**src/hw/macKbdPkg.sv**
```systemverilog
package macKbdPkg;

    // Defaults for the top-level parameters
    localparam int DefaultPaceWidth  = 22;
    localparam int DefaultShortCount = 4095;

    typedef logic [7:0] macByte_t;
    typedef logic [8:0] ps2Code_t;  // Extended flag on top
    typedef logic [8:0] macCode_t;  // Bit 8 keypad prefix, bits 6..0 key code

    typedef struct packed {
        logic       toggle;    // Flips on every new event
        logic       released;
        logic       extended;
        logic [7:0] code;
    } ps2Key_t;

    typedef enum logic [2:0] {
        CmdNone,
        CmdInquiry,
        CmdInstant,
        CmdModel,
        CmdTest
    } hostCmd_t;

    // Host command bytes
    localparam macByte_t CmdByteInquiry = 8'h10;
    localparam macByte_t CmdByteInstant = 8'h14;
    localparam macByte_t CmdByteModel   = 8'h16;
    localparam macByte_t CmdByteTest    = 8'h36;

    // Reply bytes
    localparam macByte_t ReplyTest   = 8'h7d;
    localparam macByte_t ReplyModel  = 8'h03;
    localparam macByte_t ReplyNull   = 8'h7b;
    localparam macByte_t ReplyKeypad = 8'h79;

    localparam ps2Code_t CapsLockCode = 9'h058;

endpackage

```
**src/hw/commandLatch.sv**
```systemverilog
`timescale 1ns/1ps

module commandLatch import macKbdPkg::*; (
    input  logic     clk,
    input  logic     reset,
    input  logic     ce,
    input  macByte_t hostCmd,
    input  logic     hostStrobe,
    output hostCmd_t cmd
);
    hostCmd_t cmdDecoded;

    always_comb begin
        case (hostCmd)
            CmdByteInquiry: cmdDecoded = CmdInquiry;
            CmdByteInstant: cmdDecoded = CmdInstant;
            CmdByteModel:   cmdDecoded = CmdModel;
            CmdByteTest:    cmdDecoded = CmdTest;
            default:        cmdDecoded = CmdNone;  // Unknown byte
        endcase
    end

    always_ff @(posedge clk or posedge reset) begin
        if (reset) begin
            cmd <= CmdNone;
        end else if (ce && hostStrobe) begin
            cmd <= cmdDecoded;
        end
    end

    // Held command feeds both the capture and reply logic
    cmdHeld: assert property (@(posedge clk) disable iff (reset)
        !(ce && hostStrobe) |=> $stable(cmd))
        else $error("command changed without a host strobe");

endmodule

```
**src/hw/keyCapture.sv**
```systemverilog
`timescale 1ns/1ps

module keyCapture import macKbdPkg::*; (
    input  logic     clk,
    input  logic     reset,
    input  logic     ce,
    input  ps2Key_t  ps2Key,
    input  macCode_t macCode,
    input  hostCmd_t cmd,
    input  logic     popKey,
    output logic     keyPending,
    output macCode_t pendingCode,
    output logic     capsLock
);
    ps2Key_t keyQ;  // Lines up with the ROM output
    logic    prevToggle;
    logic    newEvent;
    logic    isCaps;
    logic    flush;
    logic    eventTaken;
    logic    capture;
    logic    clearPrefix;

    assign newEvent = keyQ.toggle != prevToggle;
    assign isCaps   = {keyQ.extended, keyQ.code} == CapsLockCode;
    assign flush    = (cmd == CmdModel) || (cmd == CmdTest);

    // Caps lock events are dropped while caps lock is on
    assign eventTaken  = newEvent && !(isCaps && capsLock) && !popKey && !flush;
    assign capture     = eventTaken && !keyPending;
    assign clearPrefix = popKey && keyPending && pendingCode[8] && !flush;

    always_ff @(posedge clk or posedge reset) begin
        if (reset) begin
            keyQ       <= '0;
            prevToggle <= 1'b0;
        end else if (ce) begin
            keyQ       <= ps2Key;
            prevToggle <= keyQ.toggle;
        end
    end

    always_ff @(posedge clk or posedge reset) begin
        if (reset) begin
            keyPending <= 1'b0;
            capsLock   <= 1'b0;
        end else if (ce) begin
            if (flush) begin
                keyPending <= 1'b0;
            end else if (popKey && !pendingCode[8]) begin
                keyPending <= 1'b0;  // Last byte of the key sent
            end else if (capture) begin
                keyPending <= 1'b1;
            end
            if (eventTaken && isCaps && !keyQ.released) begin
                capsLock <= ~capsLock;
            end
        end
    end

    always_ff @(posedge clk) begin
        if (ce) begin
            if (capture) begin
                pendingCode <= {macCode[8], keyQ.released, macCode[6:0]};
            end else if (clearPrefix) begin
                pendingCode[8] <= 1'b0;  // Prefix sent, code goes next
            end
        end
    end

    // Only the prefix flag may change under a held key, and only downward
    pendingStable: assert property (@(posedge clk) disable iff (reset)
        keyPending && $past(keyPending) |->
            pendingCode[7:0] == $past(pendingCode[7:0]) &&
            !(pendingCode[8] && !$past(pendingCode[8])))
        else $error("pending key changed while held");

endmodule

```
**src/hw/keymapRom.sv**
```systemverilog
`timescale 1ns/1ps

module keymapRom import macKbdPkg::*; (
    input  logic     clk,
    input  ps2Code_t addr,
    output macCode_t macCode
);
    ps2Code_t addrQ;

    always_ff @(posedge clk) begin
        addrQ <= addr;
    end

    always_comb begin
        case (addrQ)
            9'h00D: macCode = 9'h061;
            9'h00E: macCode = 9'h065;
            9'h011: macCode = 9'h06f;
            9'h012: macCode = 9'h071;
            9'h015: macCode = 9'h019;
            9'h016: macCode = 9'h025;
            9'h018: macCode = 9'h019;
            9'h019: macCode = 9'h025;
            9'h01A: macCode = 9'h00d;
            9'h01B: macCode = 9'h003;
            9'h01C: macCode = 9'h001;
            9'h01D: macCode = 9'h01b;
            9'h01E: macCode = 9'h027;
            9'h021: macCode = 9'h011;
            9'h022: macCode = 9'h00f;
            9'h023: macCode = 9'h005;
            9'h024: macCode = 9'h01d;
            9'h025: macCode = 9'h02b;
            9'h026: macCode = 9'h029;
            9'h029: macCode = 9'h063;
            9'h02A: macCode = 9'h013;
            9'h02B: macCode = 9'h007;
            9'h02C: macCode = 9'h023;
            9'h02D: macCode = 9'h01f;
            9'h02E: macCode = 9'h02f;
            9'h031: macCode = 9'h05b;
            9'h032: macCode = 9'h017;
            9'h033: macCode = 9'h009;
            9'h034: macCode = 9'h00b;
            9'h035: macCode = 9'h021;
            9'h036: macCode = 9'h02d;
            9'h03A: macCode = 9'h05d;
            9'h03B: macCode = 9'h04d;
            9'h03C: macCode = 9'h041;
            9'h03D: macCode = 9'h035;
            9'h03E: macCode = 9'h039;
            9'h041: macCode = 9'h057;
            9'h042: macCode = 9'h051;
            9'h043: macCode = 9'h045;
            9'h044: macCode = 9'h03f;
            9'h045: macCode = 9'h03b;
            9'h046: macCode = 9'h033;
            9'h049: macCode = 9'h05f;
            9'h04A: macCode = 9'h059;
            9'h04B: macCode = 9'h04b;
            9'h04C: macCode = 9'h053;
            9'h04D: macCode = 9'h047;
            9'h04E: macCode = 9'h037;
            9'h052: macCode = 9'h04f;
            9'h054: macCode = 9'h043;
            9'h055: macCode = 9'h031;
            9'h058: macCode = 9'h073;
            9'h059: macCode = 9'h071;
            9'h05A: macCode = 9'h049;
            9'h05B: macCode = 9'h03d;
            9'h05D: macCode = 9'h055;
            9'h061: macCode = 9'h071;
            9'h066: macCode = 9'h067;
            // Numeric keypad, sent with the prefix byte
            9'h069: macCode = 9'h127;
            9'h06B: macCode = 9'h12d;
            9'h06C: macCode = 9'h133;
            9'h070: macCode = 9'h125;
            9'h071: macCode = 9'h103;
            9'h072: macCode = 9'h129;
            9'h073: macCode = 9'h12f;
            9'h074: macCode = 9'h131;
            9'h075: macCode = 9'h137;
            9'h079: macCode = 9'h10d;
            9'h07A: macCode = 9'h12b;
            9'h07B: macCode = 9'h11d;
            9'h07C: macCode = 9'h105;
            9'h07D: macCode = 9'h139;
            9'h111: macCode = 9'h06f;
            9'h11F: macCode = 9'h075;
            9'h14A: macCode = 9'h11b;
            9'h15A: macCode = 9'h119;
            9'h16B: macCode = 9'h10d;  // Arrows go out as keypad codes
            9'h171: macCode = 9'h10f;
            9'h172: macCode = 9'h111;
            9'h174: macCode = 9'h105;
            9'h175: macCode = 9'h11b;
            default: macCode = {1'b0, ReplyNull};
        endcase
    end

endmodule

```
**src/hw/macKbd.sv**
```systemverilog
`timescale 1ns/1ps

module macKbd import macKbdPkg::*; #(
    parameter int PaceWidth  = DefaultPaceWidth,
    parameter int ShortCount = DefaultShortCount
) (
    input  logic     clk,
    input  logic     reset,
    input  logic     ce,
    input  macByte_t hostCmd,
    input  logic     hostStrobe,
    input  ps2Key_t  ps2Key,
    output macByte_t reply,
    output logic     replyStrobe,
    output logic     capsLock
);
    hostCmd_t cmd;
    logic     tickShort;
    logic     tickLong;
    macCode_t macCode;
    logic     keyPending;
    macCode_t pendingCode;
    logic     popKey;

    commandLatch u_commandLatch (
        .clk(clk),
        .reset(reset),
        .ce(ce),
        .hostCmd(hostCmd),
        .hostStrobe(hostStrobe),
        .cmd(cmd)
    );

    paceTimer #(
        .PaceWidth(PaceWidth),
        .ShortCount(ShortCount)
    ) u_paceTimer (
        .clk(clk),
        .reset(reset),
        .ce(ce),
        .hostStrobe(hostStrobe),
        .tickShort(tickShort),
        .tickLong(tickLong)
    );

    keymapRom u_keymapRom (
        .clk(clk),
        .addr({ps2Key.extended, ps2Key.code}),
        .macCode(macCode)
    );

    keyCapture u_keyCapture (
        .clk(clk),
        .reset(reset),
        .ce(ce),
        .ps2Key(ps2Key),
        .macCode(macCode),
        .cmd(cmd),
        .popKey(popKey),
        .keyPending(keyPending),
        .pendingCode(pendingCode),
        .capsLock(capsLock)
    );

    replyEngine u_replyEngine (
        .clk(clk),
        .reset(reset),
        .ce(ce),
        .cmd(cmd),
        .tickShort(tickShort),
        .tickLong(tickLong),
        .hostStrobe(hostStrobe),
        .keyPending(keyPending),
        .pendingCode(pendingCode),
        .popKey(popKey),
        .reply(reply),
        .replyStrobe(replyStrobe)
    );

endmodule

```
**src/hw/paceTimer.sv**
```systemverilog
`timescale 1ns/1ps

module paceTimer import macKbdPkg::*; #(
    parameter int PaceWidth  = DefaultPaceWidth,
    parameter int ShortCount = DefaultShortCount
) (
    input  logic clk,
    input  logic reset,
    input  logic ce,
    input  logic hostStrobe,
    output logic tickShort,
    output logic tickLong
);
    logic [PaceWidth-1:0] paceCount;

    always_ff @(posedge clk or posedge reset) begin
        if (reset) begin
            paceCount <= '0;
        end else if (ce) begin
            if (hostStrobe) begin
                paceCount <= '0;  // Restart on every host command
            end else if (!tickLong) begin
                paceCount <= paceCount + 1'b1;
            end
        end
    end

    assign tickShort = paceCount == PaceWidth'(ShortCount);
    assign tickLong  = &paceCount;  // Saturated

    initial begin
        assert (ShortCount < (2 ** PaceWidth) - 1)
            else $error("ShortCount does not fit below the long tick");
    end

endmodule

```
**src/hw/replyEngine.sv**
```systemverilog
`timescale 1ns/1ps

module replyEngine import macKbdPkg::*; (
    input  logic     clk,
    input  logic     reset,
    input  logic     ce,
    input  hostCmd_t cmd,
    input  logic     tickShort,
    input  logic     tickLong,
    input  logic     hostStrobe,
    input  logic     keyPending,
    input  macCode_t pendingCode,
    output logic     popKey,
    output macByte_t reply,
    output logic     replyStrobe
);
    logic inquiryArmed;
    logic fixedReply;  // Model or test answer

    assign fixedReply = (cmd == CmdModel) || (cmd == CmdTest);

    // Inquiry waits for a key or for the timeout
    assign popKey = ((cmd == CmdInstant) && tickShort) ||
                    (inquiryArmed && (tickLong || keyPending));

    assign replyStrobe = (fixedReply && tickShort) || popKey;

    always_ff @(posedge clk or posedge reset) begin
        if (reset) begin
            inquiryArmed <= 1'b0;
        end else if (ce) begin
            if (hostStrobe || replyStrobe) begin
                inquiryArmed <= 1'b0;
            end else if (tickShort) begin
                inquiryArmed <= cmd == CmdInquiry;
            end
        end
    end

    always_comb begin
        if (cmd == CmdTest) begin
            reply = ReplyTest;
        end else if (cmd == CmdModel) begin
            reply = ReplyModel;
        end else if (keyPending) begin
            reply = pendingCode[8] ? ReplyKeypad : pendingCode[7:0];
        end else begin
            reply = ReplyNull;
        end
    end

    // Host sees one strobe per reply byte
    singleStrobe: assert property (@(posedge clk) disable iff (reset)
        replyStrobe |=> !replyStrobe)
        else $error("reply strobe held for two cycles");

endmodule

```
**config.mk**
```make
export PLATFORM = sky130hd
export DESIGN_NAME = macKbd
export DESIGN_NICKNAME = d
export VERILOG_FILES = /design/src/hw/macKbdPkg.sv /design/src/hw/commandLatch.sv /design/src/hw/keyCapture.sv /design/src/hw/keymapRom.sv /design/src/hw/macKbd.sv /design/src/hw/paceTimer.sv /design/src/hw/replyEngine.sv
export SDC_FILE = /design/constraint.sdc
export NUM_CORES = 1
export LEC_CHECK = 0
export BUFFER_PORTS_ARGS = -buffer_cell sky130_fd_sc_hd__buf_4
export CAP_MARGIN = 25
export CORE_ASPECT_RATIO = 2
export CORE_MARGIN = 3
export CORE_UTILIZATION = 45
export DETAILED_ROUTE_END_ITERATION = 10
export SYNTH_ARGS = -nofsm -noshare
export SYNTH_HDL_FRONTEND = slang
export SYNTH_SLANG_ARGS = --single-unit
export TNS_END_PERCENT = 20
```
**constraint.sdc**
```tcl
create_clock -name clk -period 4.1 [get_ports clk]
set_input_delay 0.41 -clock clk [delete_from_list [all_inputs] [get_ports clk]]
set_output_delay 0.41 -clock clk [all_outputs]
set_load 0.05 [all_outputs]
```
==> metrics.csv, run 1 <==
stage,metric,value,unit
hold_path,timing.hold.worst_path_depth,1,
layout,final.fill_count,815,
synthesis,postSynthNetCount,520,
layout,layout-area-overhead-vs-synth,14.17,%
hold_path,hold-path-endpoint,u_keymapRom.addrQ[6],
die,fp.dieW,73.26,microns
grt,grt_first_pass_wirelength,23.13,mm
clock_network,cts_tree,done,
pwr,total_power,1601,uW
setup_path,data_required_critical_path,4.11,ns
pwr,irDropWorstVdd,491.9,uV
timing,worst_slew_margin,32.41,%
clock_network,worst_setup_hold_path_clk_slew,0.05,ns
clock_network,cts_made_buffers,9,
place,hpwl,11.17,mm
place,routabilityCongestion,1.012,
synthesis,post-synth-top-area-fraction,24.59,%
setup_path,worstSetupStartpointType,flip-flop,
grt,groute.usage.overall,30.35,%
synthesis,netlist_top_cells_area,"sky130_fd_sc_hd__dfrtp_1, sky130_fd_sc_hd__edfxtp_1, sky130_fd_sc_hd__dfxtp_1, sky130_fd_sc_hd__nor2_1, sky130_fd_sc_hd__nand2_1",
synthesis,post-synth-top-count-cell,sky130_fd_sc_hd__nor2_1,
timing,hold_viol,0,
detailed_routing,vias,4176,
setup_path,end_kind,flip-flop,
die,initial_utilization,46.75,%
setup_path,crit_fanout,25,
synthesis,synth.largest_area_cell,sky130_fd_sc_hd__dfrtp_1,
synthesis,synth-async-reset-ratio,70.18,%
detailed_routing,dr.pass1.iters,5,
synthesis,yosys_warns,0,
grt,globalRouteOverflowTotal,0,
layout,final_cell_area,4648,sq um
setup_path,worst-endpoint-arrival,3.17,ns
pwr,leakage,0.001738,uW
setup_path,crit_chain,"buf_4, nor2b_1, nand3_1, a211o_1, o311a_1, nand4_1, or4_4, nand4_1",
place,pre_cts_setup_slack,1.056,ns
setup_path,critPathMostFrequentCell,sky130_fd_sc_hd__nand4_1,
pwr,power_density,344.5,nW/um^2
timing,setup_ws,0.9368,ns
grt,grt_max_degree,41,
status,result_of_the_run,"finished, final reports clean",
grt,grt_antenna_before_repair,0,
layout,nets,539,
synthesis,synth.cell_area,4071,sq um
timing,period_needed,3.163,ns
timing,setup_total_negative_slack,0,ns
timing,finalCritPeriodShare,77.15,%
detailed_routing,drt_iter0_drc,468,
layout,fraction_of_layout_instances_using_a_drive_strength_above_1,15.00,%
die,placeableCoreArea,8708,sq um
setup_path,r2r.worst_path.cells,8,
synthesis,synth-seq-cells,57,
detailed_routing,drt-total-wl,14.89,mm
clock_network,number_of_buffers_added_to_fix_hold_violations_after_cts,0,
synthesis,synthFlopType,sky130_fd_sc_hd__dfrtp_1,
setup_path,crit-reg2reg-launch,u_keymapRom.addrQ[0],
die,count_of_pins_on_the_block_boundary,33,
clock_network,root_buffer,sky130_fd_sc_hd__clkbuf_16,
setup_path,path_buf_inv,1,
grt,vias_in_the_first_global_route,4128,
die,std_cell_rows,48,
timing,report.final.setup_viol,0,
synthesis,synth.lib_cells_used.distinct,77,
setup_path,family_with_the_most_delay_on_the_worst_path,simple AND/OR/NAND/NOR gates,
clock_network,post_cts.repair.setup_buffers,0,
synthesis,synthTopCellsByCount,"sky130_fd_sc_hd__nor2_1, sky130_fd_sc_hd__nand2_1, sky130_fd_sc_hd__dfrtp_1",
timing,tightestPinTransition,1.012,ns
flow_run,max_cap_viol_count,0,
setup_path,critical-path-max-stage-delay,0.87,ns
setup_path,worst-setup-path-type,reg2reg,
clock_network,cts_sinks,57,
synthesis,synth_sequential_area_ratio,34.91,%
hold_path,timing.hold.worst.start,ps2Key[6],
clock_network,clock_insertion_delay_worst_skew,0.32,ns
clock_network,max-clock-path-buffers,2,
detailed_routing,routedWlPerCell,24.02,microns
detailed_routing,drt-vias-per-instance,6.735,
layout,insertedDiodeCount,0,
die,floorplan.die.height,140.5,microns
clock_network,clock_tree.htree_level_count,3,
timing,rsz0062_at_grt,no,
die,die_area,10290,sq um
timing,holdWs,0.1994,ns
setup_path,worstReg2RegEnd,u_keyCapture.pendingCode[4],
timing,max_freq,316.1,MHz
setup_path,r2r_setup_slack,0.94,ns
synthesis,synth-edff-count,8,
synthesis,avgSynthCellArea,8.208,sq um
timing,fin_worst_skew,0.005891,ns
detailed_routing,antenna_violating_nets_post_route,0,
timing,drv_slew,0,
hold_path,worst_hold_path_type,in2reg,
setup_path,critPathSlowestCell,sky130_fd_sc_hd__dfxtp_1,
detailed_routing,drc,0,
place,place.port_buffers,31,
place,placed_area,4342,sq um
clock_network,cts_repair_resize_count,0,
synthesis,netlist_instances,496,
-- how the worst max path moves through the flow --
stage | from | slack (ns) | end | cells past startpoint
final | u_keymapRom.addrQ[0] | 0.94 | u_keyCapture.pendingCode[4] | 8
after global routing | u_paceTimer.paceCount[1] | 0.81 | replyStrobe | 8
after CTS | u_paceTimer.paceCount[1] | 1.02 | replyStrobe | 8
after detailed placement | u_keymapRom.addrQ[1] | 1.06 | u_keyCapture.pendingCode[4] | 7
after global placement | u_keymapRom.addrQ[6] | 1.11 | u_keyCapture.pendingCode[4] | 7
after floorplan | u_paceTimer.paceCount[1] | 1.27 | replyStrobe | 5
-- through the flow --
| step | cells | util, % |
|---|---|---|
| global route | 620 | 53.38 |
| CTS | 620 | 53.38 |
| finish | 620 | 53.38 |
| floorplan | 496 | - |
| global placement | 604 | 49.86 |
| detailed placement | 604 | 49.86 |
-- report_power, final --
part           leakage [uW]  total [uW]  internal (uW)  switching [uW]
sequential         0.000670         649            600            48.1
combinational      0.000919         203           80.5             123
clock              0.000148         749            505             244
-- area by class of cell --
cell class              instances  area (sq um)  area share (%)
repair buffers                 42         315.3           6.783
flip-flops and latches         57          1421           30.58
clock buffers                  12         257.7           5.545
inverters                      10         37.54          0.8075
well taps                     100         125.1           2.692
clock inverters                 4         48.80           1.050
multi-input cells             395          2442           52.54
-- cells in the final DEF, fill, tap and decap left out, types with 13 or more instances in the layout --
master and instances:
sky130_fd_sc_hd__nor2_1 48, sky130_fd_sc_hd__nand2_1 47, sky130_fd_sc_hd__buf_4 42, sky130_fd_sc_hd__dfrtp_1 40
sky130_fd_sc_hd__o21ai_0 27, sky130_fd_sc_hd__nand3_1 26, sky130_fd_sc_hd__nor3_1 25, sky130_fd_sc_hd__a21oi_1 22
sky130_fd_sc_hd__nand4_1 21, sky130_fd_sc_hd__nor2b_1 14, sky130_fd_sc_hd__xor2_1 13
-- routing by layer --
metal	routed length (microns)	share of wire, %	track usage [%]
met4	1033	6.9	20.23
met5	0	0	0
met1	4778	32	29.07
met2	8323	56	55.93
met3	758	5.1	5.029
-- flip-flops by register name (all words and copies together), names as in the netlist --
register	count
u_keyCapture.pendingCode	8
u_keyCapture.keyQ	11
u_replyEngine.inquiryArmed	1
u_paceTimer.paceCount	22
u_keyCapture.keyPending	1
u_keymapRom.addrQ	9
u_commandLatch.cmd	3
u_keyCapture.capsLock	1
u_keyCapture.prevToggle	1
-- logic make-up (layout without fill, tap and decap cells) --
group	Yosys count	count (layout)	synth area share, %
buffers and inverters	44	68	5.101
adder cells (fa/ha/maj)	1	1	0.3073
AND/OR/NAND/NOR	250	250	33.16
XOR/XNOR	23	23	5.132
flip-flops	57	57	34.91
other	1	1	0.09211
AO/OA/AOI/OAI	107	107	17.73
multiplexers	13	13	3.565
-- worst register-to-register path, cell delays in order, from the launching register on --
cell and delay [ns]:
sky130_fd_sc_hd__dfxtp_1 0.87, sky130_fd_sc_hd__buf_4 0.31, sky130_fd_sc_hd__nor2b_1 0.62, sky130_fd_sc_hd__nand3_1 0.15, sky130_fd_sc_hd__a211o_1 0.36, sky130_fd_sc_hd__o311a_1 0.18, sky130_fd_sc_hd__nand4_1 0.11, sky130_fd_sc_hd__or4_4 0.15
sky130_fd_sc_hd__nand4_1 0.10
(Power assumes the default switching activity.)
==> run 2, diff against run 1 <==
--- a/config.mk
+++ b/config.mk
@@ -11,6 +11,7 @@
 export CORE_MARGIN = 3
 export CORE_UTILIZATION = 45
 export DETAILED_ROUTE_END_ITERATION = 10
+export PLACE_DENSITY = 0.65
 export SYNTH_ARGS = -nofsm -noshare
 export SYNTH_HDL_FRONTEND = slang
 export SYNTH_SLANG_ARGS = --single-unit
==> constraint.sdc (replaced) <==
create_clock -name clk -period 2.6 [get_ports clk]
set_input_delay 0.26 -clock clk [delete_from_list [all_inputs] [get_ports clk]]
set_output_delay 0.26 -clock clk [all_outputs]
set_load 0.05 [all_outputs]
==> run 2 against run 1 <==
Largest cell class unchanged. Clock skew fell by 0.0018 ns. Global-route usage grew 3.1 points. Worst setup slack worse by 0.94 ns. Non-clock buffer count is 84 higher. The flow now finishes with violations (setup timing). Highest routed layer unchanged. Die area stayed put. First-iteration DRC count decreased by 18%. Critical path type is now reg2out.
==> metrics.csv, run 2 (synthesis results as in run 1) <==
stage,metric,value,unit
grt,grt_first_pass_wirelength,25.42,mm
timing,report.final.setup_viol,1,
detailed_routing,vias,4520,
clock_network,max-clock-path-buffers,2,
die,initial_utilization,46.75,%
layout,multi_input_area,2490,sq um
timing,fin_worst_skew,0.004130,ns
setup_path,critical-path-max-stage-delay,0.36,ns
timing,worst_slew_margin,58.46,%
timing,tightestPinTransition,0.6166,ns
timing,setup_ws,-0.001450,ns
timing,period_needed,2.601,ns
grt,vias_in_the_first_global_route,4769,
detailed_routing,drc,0,
layout,layout_common_cells,"sky130_fd_sc_hd__buf_4, sky130_fd_sc_hd__nor2_1, sky130_fd_sc_hd__nand2_1",
clock_network,worst_setup_hold_path_clk_slew,0.05,ns
grt,globalRouteOverflowTotal,0,
layout,layout-area-overhead-vs-synth,32.30,%
status,failing_checks,setup timing,
place,numPlacedInstances,685,
grt,grt_max_degree,41,
setup_path,crit_chain,"ha_2, nand4_1, nor4_4, nand4_1, nor3_2, nor2_1, o21ai_1, buf_6",
status,result_of_the_run,"finished, violations left",
pwr,power_density,512.6,nW/um^2
die,std_cell_rows,48,
setup_path,data_required_critical_path,2.34,ns
die,floorplan.die.height,140.5,microns
clock_network,cts_sinks,57,
setup_path,critPathMostFrequentCell,sky130_fd_sc_hd__nand4_1,
setup_path,worst-endpoint-arrival,2.34,ns
setup_path,path_buf_inv,1,
flow_run,max_cap_viol_count,0,
place,place.port_buffers,31,
layout,final_common_cell,sky130_fd_sc_hd__buf_4,
layout,nets,623,
die,die_area,10290,sq um
layout,area.sequential,1429,sq um
grt,groute.usage.overall,33.46,%
hold_path,worst_hold_path_type,in2reg,
layout,number_of_flip_flops_under_the_largest_register_name,22,
layout,final.fill_count,763,
detailed_routing,drt_iter0_drc,385,
pwr,irDropWorstVdd,610.7,uV
detailed_routing,dr.pass1.iters,5,
pwr,leakage,0.002180,uW
die,count_of_pins_on_the_block_boundary,33,
layout,insertedDiodeCount,0,
setup_path,critPathSlowestCell,sky130_fd_sc_hd__dfrtp_1,
place,routabilityCongestion,1.057,
detailed_routing,drt-vias-per-instance,6.420,
place,pre_cts_setup_slack,-0.09729,ns
die,placeableCoreArea,8708,sq um
detailed_routing,routedWlPerCell,23.12,microns
timing,rsz0062_at_grt,yes,
setup_path,worstSetupStartpointType,flip-flop,
clock_network,cts_made_buffers,9,
layout,fraction_of_layout_instances_using_a_drive_strength_above_1,29.80,%
setup_path,family_with_the_most_delay_on_the_worst_path,simple AND/OR/NAND/NOR gates,
detailed_routing,antenna_violating_nets_post_route,0,
setup_path,crit_fanout,4,
detailed_routing,drt-total-wl,16.28,mm
place,hpwl,12.84,mm
timing,max_freq,384.4,MHz
clock_network,clock_tree.htree_level_count,3,
timing,drv_slew,0,
setup_path,end_kind,output pin,
clock_network,number_of_buffers_added_to_fix_hold_violations_after_cts,0,
clock_network,root_buffer,sky130_fd_sc_hd__clkbuf_16,
grt,grt_antenna_before_repair,0,
layout,final_cells,704,
timing,finalCritPeriodShare,100.1,%
setup_path,worst-setup-path-type,reg2out,
clock_network,cts_tree,done,
timing,hold_viol,0,
layout,biggestRegsByFlops,"u_paceTimer.paceCount x22, u_keyCapture.keyQ x11, u_keymapRom.addrQ x9",
clock_network,clock_insertion_delay_worst_skew,0.33,ns
die,fp.dieW,73.26,microns
layout,max_flop_register,u_paceTimer.paceCount,
-- run 2: cell type report --
cell class	count	area share, %
flip-flops and latches	57	26.53
multi-input cells	395	46.23
repair buffers	126	17.86
clock buffers	11	4.901
well taps	100	2.323
inverters	10	0.7665
clock inverters	5	1.394
-- run 2: worst paths after layout --
path / start / end / slack [ns] / depth (start not counted)
worst min-delay path: ps2Key[4] / u_keymapRom.addrQ[4] / 0.05 / 1
worst max register to register: u_keymapRom.addrQ[2] / u_keyCapture.pendingCode[4] / 0.10 / 7
max in group asynchronous: reset / u_paceTimer.paceCount[2] / 2.18 / 3
worst min register to register: u_keyCapture.keyQ[9] / u_keyCapture.pendingCode[7] / 0.48 / 0
worst max-delay path: u_paceTimer.paceCount[1] / replyStrobe / -0.001 / 8
min in group asynchronous: reset / u_keyCapture.keyQ[4] / 0.06 / 3
-- run 2: report_power, final --
group / internal (uW) / switching [uW]
Combinational: 203 / 244
Sequential: 948 / 50.2
Clock: 916 / 400
-- run 2: per-stage QoR --
step,utilization (%),power [uW],setup TNS (ns),hold WS [ns],instance area [sq um]
after floorplan,-,1229,0,0.2877,4071
after global placement,56.98,1422,-0.02362,0.3737,4962
after detailed placement,56.98,1428,-0.7224,0.3766,4962
after CTS,61.34,2751,0,0.04088,5341
after global routing,61.85,2844,-0.05121,0.04294,5386
final,61.85,2761,-0.001450,0.04630,5386
-- run 2: timing repair --
| item | CTS | global route |
|---|---|---|
| setup buffers | 3 | 0 |
| gates resized for setup | 4 | 14 |
| gates cloned | 0 | 0 |
| pin swaps | 5 | 0 |
| endpoints found under the hold margin | 0 | 0 |
| setup endpoints to repair | 8 | 13 |
-- run 2: routing by layer --
| metal | vias to the layer above | GRT usage [%] | wire length, microns |
|---|---|---|---|
| met5 | - | 0 | 0 |
| li1 | 2056 | - | - |
| met4 | 0 | 27.82 | 1468 |
| met2 | 201 | 59.80 | 8947 |
| met1 | 2177 | 31.41 | 5142 |
| met3 | 86 | 5.316 | 719 |
-- run 2: worst register-to-register path, stage by stage, from the launching register on --
cell and delay [ns]:
sky130_fd_sc_hd__dfxtp_1 0.58, sky130_fd_sc_hd__nor2b_1 0.17, sky130_fd_sc_hd__nand3_2 0.17, sky130_fd_sc_hd__o21a_1 0.14
sky130_fd_sc_hd__o32ai_1 0.11, sky130_fd_sc_hd__or4_1 0.56, sky130_fd_sc_hd__or4_4 0.54, sky130_fd_sc_hd__nand4_1 0.10
==> run 3, diff against run 2 <==
--- a/config.mk
+++ b/config.mk
@@ -5,6 +5,7 @@
 export SDC_FILE = /design/constraint.sdc
 export NUM_CORES = 1
 export LEC_CHECK = 0
+export ABC_AREA = 1
 export BUFFER_PORTS_ARGS = -buffer_cell sky130_fd_sc_hd__buf_4
 export CAP_MARGIN = 25
 export CORE_ASPECT_RATIO = 2
==> run 3 against run 2 <==
The run now ends clean. Worst hold slack got worse by 0.0034 ns. Cell area fell by 7.9%. Utilization fell by 7.6 points. Wire length rose by 7.2%.
==> metrics.csv, run 3 <==
stage,metric,value,unit
setup_path,worst-setup-path-type,reg2out,
synthesis,post-synth-top-count-cell,sky130_fd_sc_hd__nand2_1,
synthesis,synth_adder_area_share,0.2933,%
synthesis,synth.lib_cells_used.distinct,44,
timing,worst_slew_margin,47.20,%
timing,drv_slew,0,
synthesis,synth.cell_area,4265,sq um
detailed_routing,vias,4883,
timing,setup_total_negative_slack,0,ns
pwr,swShare,25.26,%
clock_network,worst_setup_hold_path_clk_slew,0.06,ns
die,count_of_pins_on_the_block_boundary,33,
setup_path,worstSetupStartpointType,flip-flop,
timing,rsz0062_at_grt,no,
die,floorplan.die.height,143.7,microns
layout,finalCoreUtilization,54.29,%
layout,multi_input_area,2496,sq um
synthesis,netlist_top_cells_area,"sky130_fd_sc_hd__dfrtp_1, sky130_fd_sc_hd__nand2_1, sky130_fd_sc_hd__nor2_1, sky130_fd_sc_hd__nand3_1, sky130_fd_sc_hd__inv_1",
place,placed_area,4612,sq um
grt,grt_max_degree,34,
setup_path,end_kind,output pin,
detailed_routing,routedWlPerCell,20.90,microns
synthesis,post_synth_and_or_nand_nor_area_fraction,46.96,%
detailed_routing,antenna_violating_nets_post_route,0,
clock_network,max-clock-path-buffers,2,
timing,hold_viol,0,
pwr,total_power,2489,uW
synthesis,avgSynthCellArea,6.218,sq um
layout,final.fill_count,911,
layout,layout-area-overhead-vs-synth,16.28,%
synthesis,yosys-mux-area-fraction,0,%
layout,final_cell_area,4960,sq um
pwr,proportion_of_power_drawn_by_combinational_gates,10.8,%
synthesis,postSynthNetCount,710,
timing,report.final.setup_viol,0,
die,std_cell_rows,49,
synthesis,synth.largest_area_cell,sky130_fd_sc_hd__dfrtp_1,
pwr,power_density,501.7,nW/um^2
die,die_area,10750,sq um
setup_path,worst-endpoint-arrival,2.13,ns
pwr,power.clock.fraction,50.6,%
timing,fin_worst_skew,0.01000,ns
synthesis,synth_xor_area_share,1.848,%
synthesis,netlist_instances,686,
detailed_routing,drt-total-wl,17.45,mm
place,hpwl,13.58,mm
detailed_routing,drt_iter0_drc,367,
synthesis,dominant_combinational_cell_family_by_area_after_synthesis,simple AND/OR/NAND/NOR gates,
grt,vias_in_the_first_global_route,4900,
pwr,leakage,0.002550,uW
synthesis,synth-async-reset-ratio,70.18,%
clock_network,cts_sinks,57,
layout,max_flop_register,u_paceTimer.paceCount,
layout,biggestRegsByFlops,"u_paceTimer.paceCount x22, u_keyCapture.keyQ x11, u_keymapRom.addrQ x9",
synthesis,yosys_warns,0,
die,initial_utilization,46.69,%
synthesis,synth_sequential_area_ratio,33.32,%
layout,fraction_of_layout_instances_using_a_drive_strength_above_1,11.05,%
grt,globalRouteOverflowTotal,0,
die,placeableCoreArea,9135,sq um
synthesis,synthFlopType,sky130_fd_sc_hd__dfrtp_1,
layout,final_common_cell,sky130_fd_sc_hd__nand2_1,
grt,grt_first_pass_wirelength,26.40,mm
timing,max_freq,418.4,MHz
synthesis,post-synth-top-area-fraction,23.47,%
timing,tightestPinTransition,0.7837,ns
clock_network,clock_tree.htree_level_count,3,
pwr,total_switching_power,628.6,uW
pwr,power_report.internal_total,1860,uW
layout,nets,752,
grt,groute.usage.overall,34.03,%
layout,layout_common_cells,"sky130_fd_sc_hd__nand2_1, sky130_fd_sc_hd__nor2_1, sky130_fd_sc_hd__inv_1",
place,place.port_buffers,31,
timing,finalCritPeriodShare,91.93,%
clock_network,clock_insertion_delay_worst_skew,0.33,ns
layout,insertedDiodeCount,0,
detailed_routing,drt-vias-per-instance,5.848,
synthesis,synthTopCellsByCount,"sky130_fd_sc_hd__nand2_1, sky130_fd_sc_hd__nor2_1, sky130_fd_sc_hd__inv_1",
status,result_of_the_run,"finished, final reports clean",
layout,number_of_flip_flops_under_the_largest_register_name,22,
synthesis,synth-edff-count,8,
detailed_routing,dr.pass1.iters,7,
setup_path,crit_fanout,4,
pwr,power.share.sequential,38.6,%
grt,grt_antenna_before_repair,0,
place,routabilityCongestion,1.047,
synthesis,synth_compound_gate_area_share,9.152,%
clock_network,cts_made_buffers,9,
hold_path,worst_hold_path_type,in2reg,
clock_network,root_buffer,sky130_fd_sc_hd__clkbuf_16,
synthesis,synth-seq-cells,57,
die,fp.dieW,74.84,microns
flow_run,max_cap_viol_count,0,
clock_network,cts_tree,done,
detailed_routing,drc,0,
setup_path,data_required_critical_path,2.34,ns
pwr,irDropWorstVdd,307.4,uV
layout,area.sequential,1421,sq um
timing,period_needed,2.390,ns
## run 3: changes by cell type after synthesis, sizes merged, moves of 9 or more
cell,change
inv,+57
a21oi,-10
or3,-10
nor2,+64
o21ai,+11
nand2b,-11
nor2b,-13
buf,-12
nand3,+28
mux2,-12
nand4,+9
nand2,+196
## run 3: layer usage
metal | track usage, % | share of wire [%] | vias to the layer above | routed length, microns
li1 | - | - | 2316 | -
met1 | 29.19 | 30 | 2273 | 5243
met2 | 63.66 | 56 | 210 | 9768
met3 | 6.653 | 5.2 | 84 | 901
met4 | 27.02 | 8.8 | 0 | 1539
met5 | 0 | 0 | - | 0
## run 3: path summary, 6_finish.rpt
| path | depth (start not counted) | to | slack (ns) | start |
|---|---|---|---|---|
| hold reg to reg | 2 | u_keyCapture.keyQ[8] | 0.47 | u_keyCapture.keyQ[8] |
| hold / removal | 1 | u_keymapRom.addrQ[8] | 0.04 | ps2Key[8] |
| max in group asynchronous | 4 | u_commandLatch.cmd[1] | 1.40 | reset |
| setup / recovery | 12 | replyStrobe | 0.21 | u_paceTimer.paceCount[0] |
| min in group asynchronous | 3 | u_paceTimer.paceCount[17] | 0.44 | reset |
| setup reg to reg | 11 | u_keyCapture.pendingCode[5] | 0.31 | u_keymapRom.addrQ[1] |
## run 3: worst max-delay path: stages (launching register included)
cell,delay (ns)
sky130_fd_sc_hd__dfrtp_1,0.37
sky130_fd_sc_hd__ha_2,0.21
sky130_fd_sc_hd__nand2_1,0.12
sky130_fd_sc_hd__nor2_4,0.16
sky130_fd_sc_hd__nand2_2,0.10
sky130_fd_sc_hd__nor2_2,0.15
sky130_fd_sc_hd__nand2_1,0.10
sky130_fd_sc_hd__nand2_1,0.07
sky130_fd_sc_hd__nand2_1,0.06
sky130_fd_sc_hd__nand2_1,0.10
sky130_fd_sc_hd__inv_1,0.08
sky130_fd_sc_hd__nand2_1,0.11
sky130_fd_sc_hd__buf_6,0.17
## run 3: timing repair
item | CTS | global route
hold buffers | 1 | 0
resized for setup | 0 | 3
setup buffers | 0 | 1
endpoints found under the hold margin | 7 | 0
setup endpoints to repair | 0 | 1
## run 3: logic make-up after synthesis
kind of cell / Yosys count
XOR/XNOR: 9
flip-flops: 57
AO/OA/AOI/OAI: 67
adder cells (fa/ha/maj): 1
other: 1
buffers and inverters: 81
AND/OR/NAND/NOR: 470
## run 3: layout make-up
class | count | area share (%)
inverters | 67 | 5.071
well taps | 102 | 2.573
multi-input cells | 548 | 50.33
clock buffers | 10 | 4.617
repair buffers | 45 | 6.937
flip-flops and latches | 57 | 28.66
clock inverters | 6 | 1.816
## run 3: through the flow
stage | hold slack [ns] | instances | worst slack [ns]
2_1_floorplan | 0.2877 | 686 | 0.5447
3_3_place_gp | 0.2252 | 817 | 0.3387
3_5_place_dp | 0.2366 | 817 | 0.2888
4_1_cts | 0.03043 | 834 | 0.06623
5_1_grt | 0.03061 | 835 | 0.007666
6_report | 0.04285 | 835 | 0.2099
## run 3: power groups by stage
stage / clock network [uW] / logic (uW) / registers [uW]
4_1_cts: 1280 / 261 / 961
3_3_place_gp: 0 / 259 / 975
6_report: 1260 / 269 / 961
3_5_place_dp: 0 / 258 / 976
2_1_floorplan: 0 / 168 / 974
5_1_grt: 1320 / 298 / 964
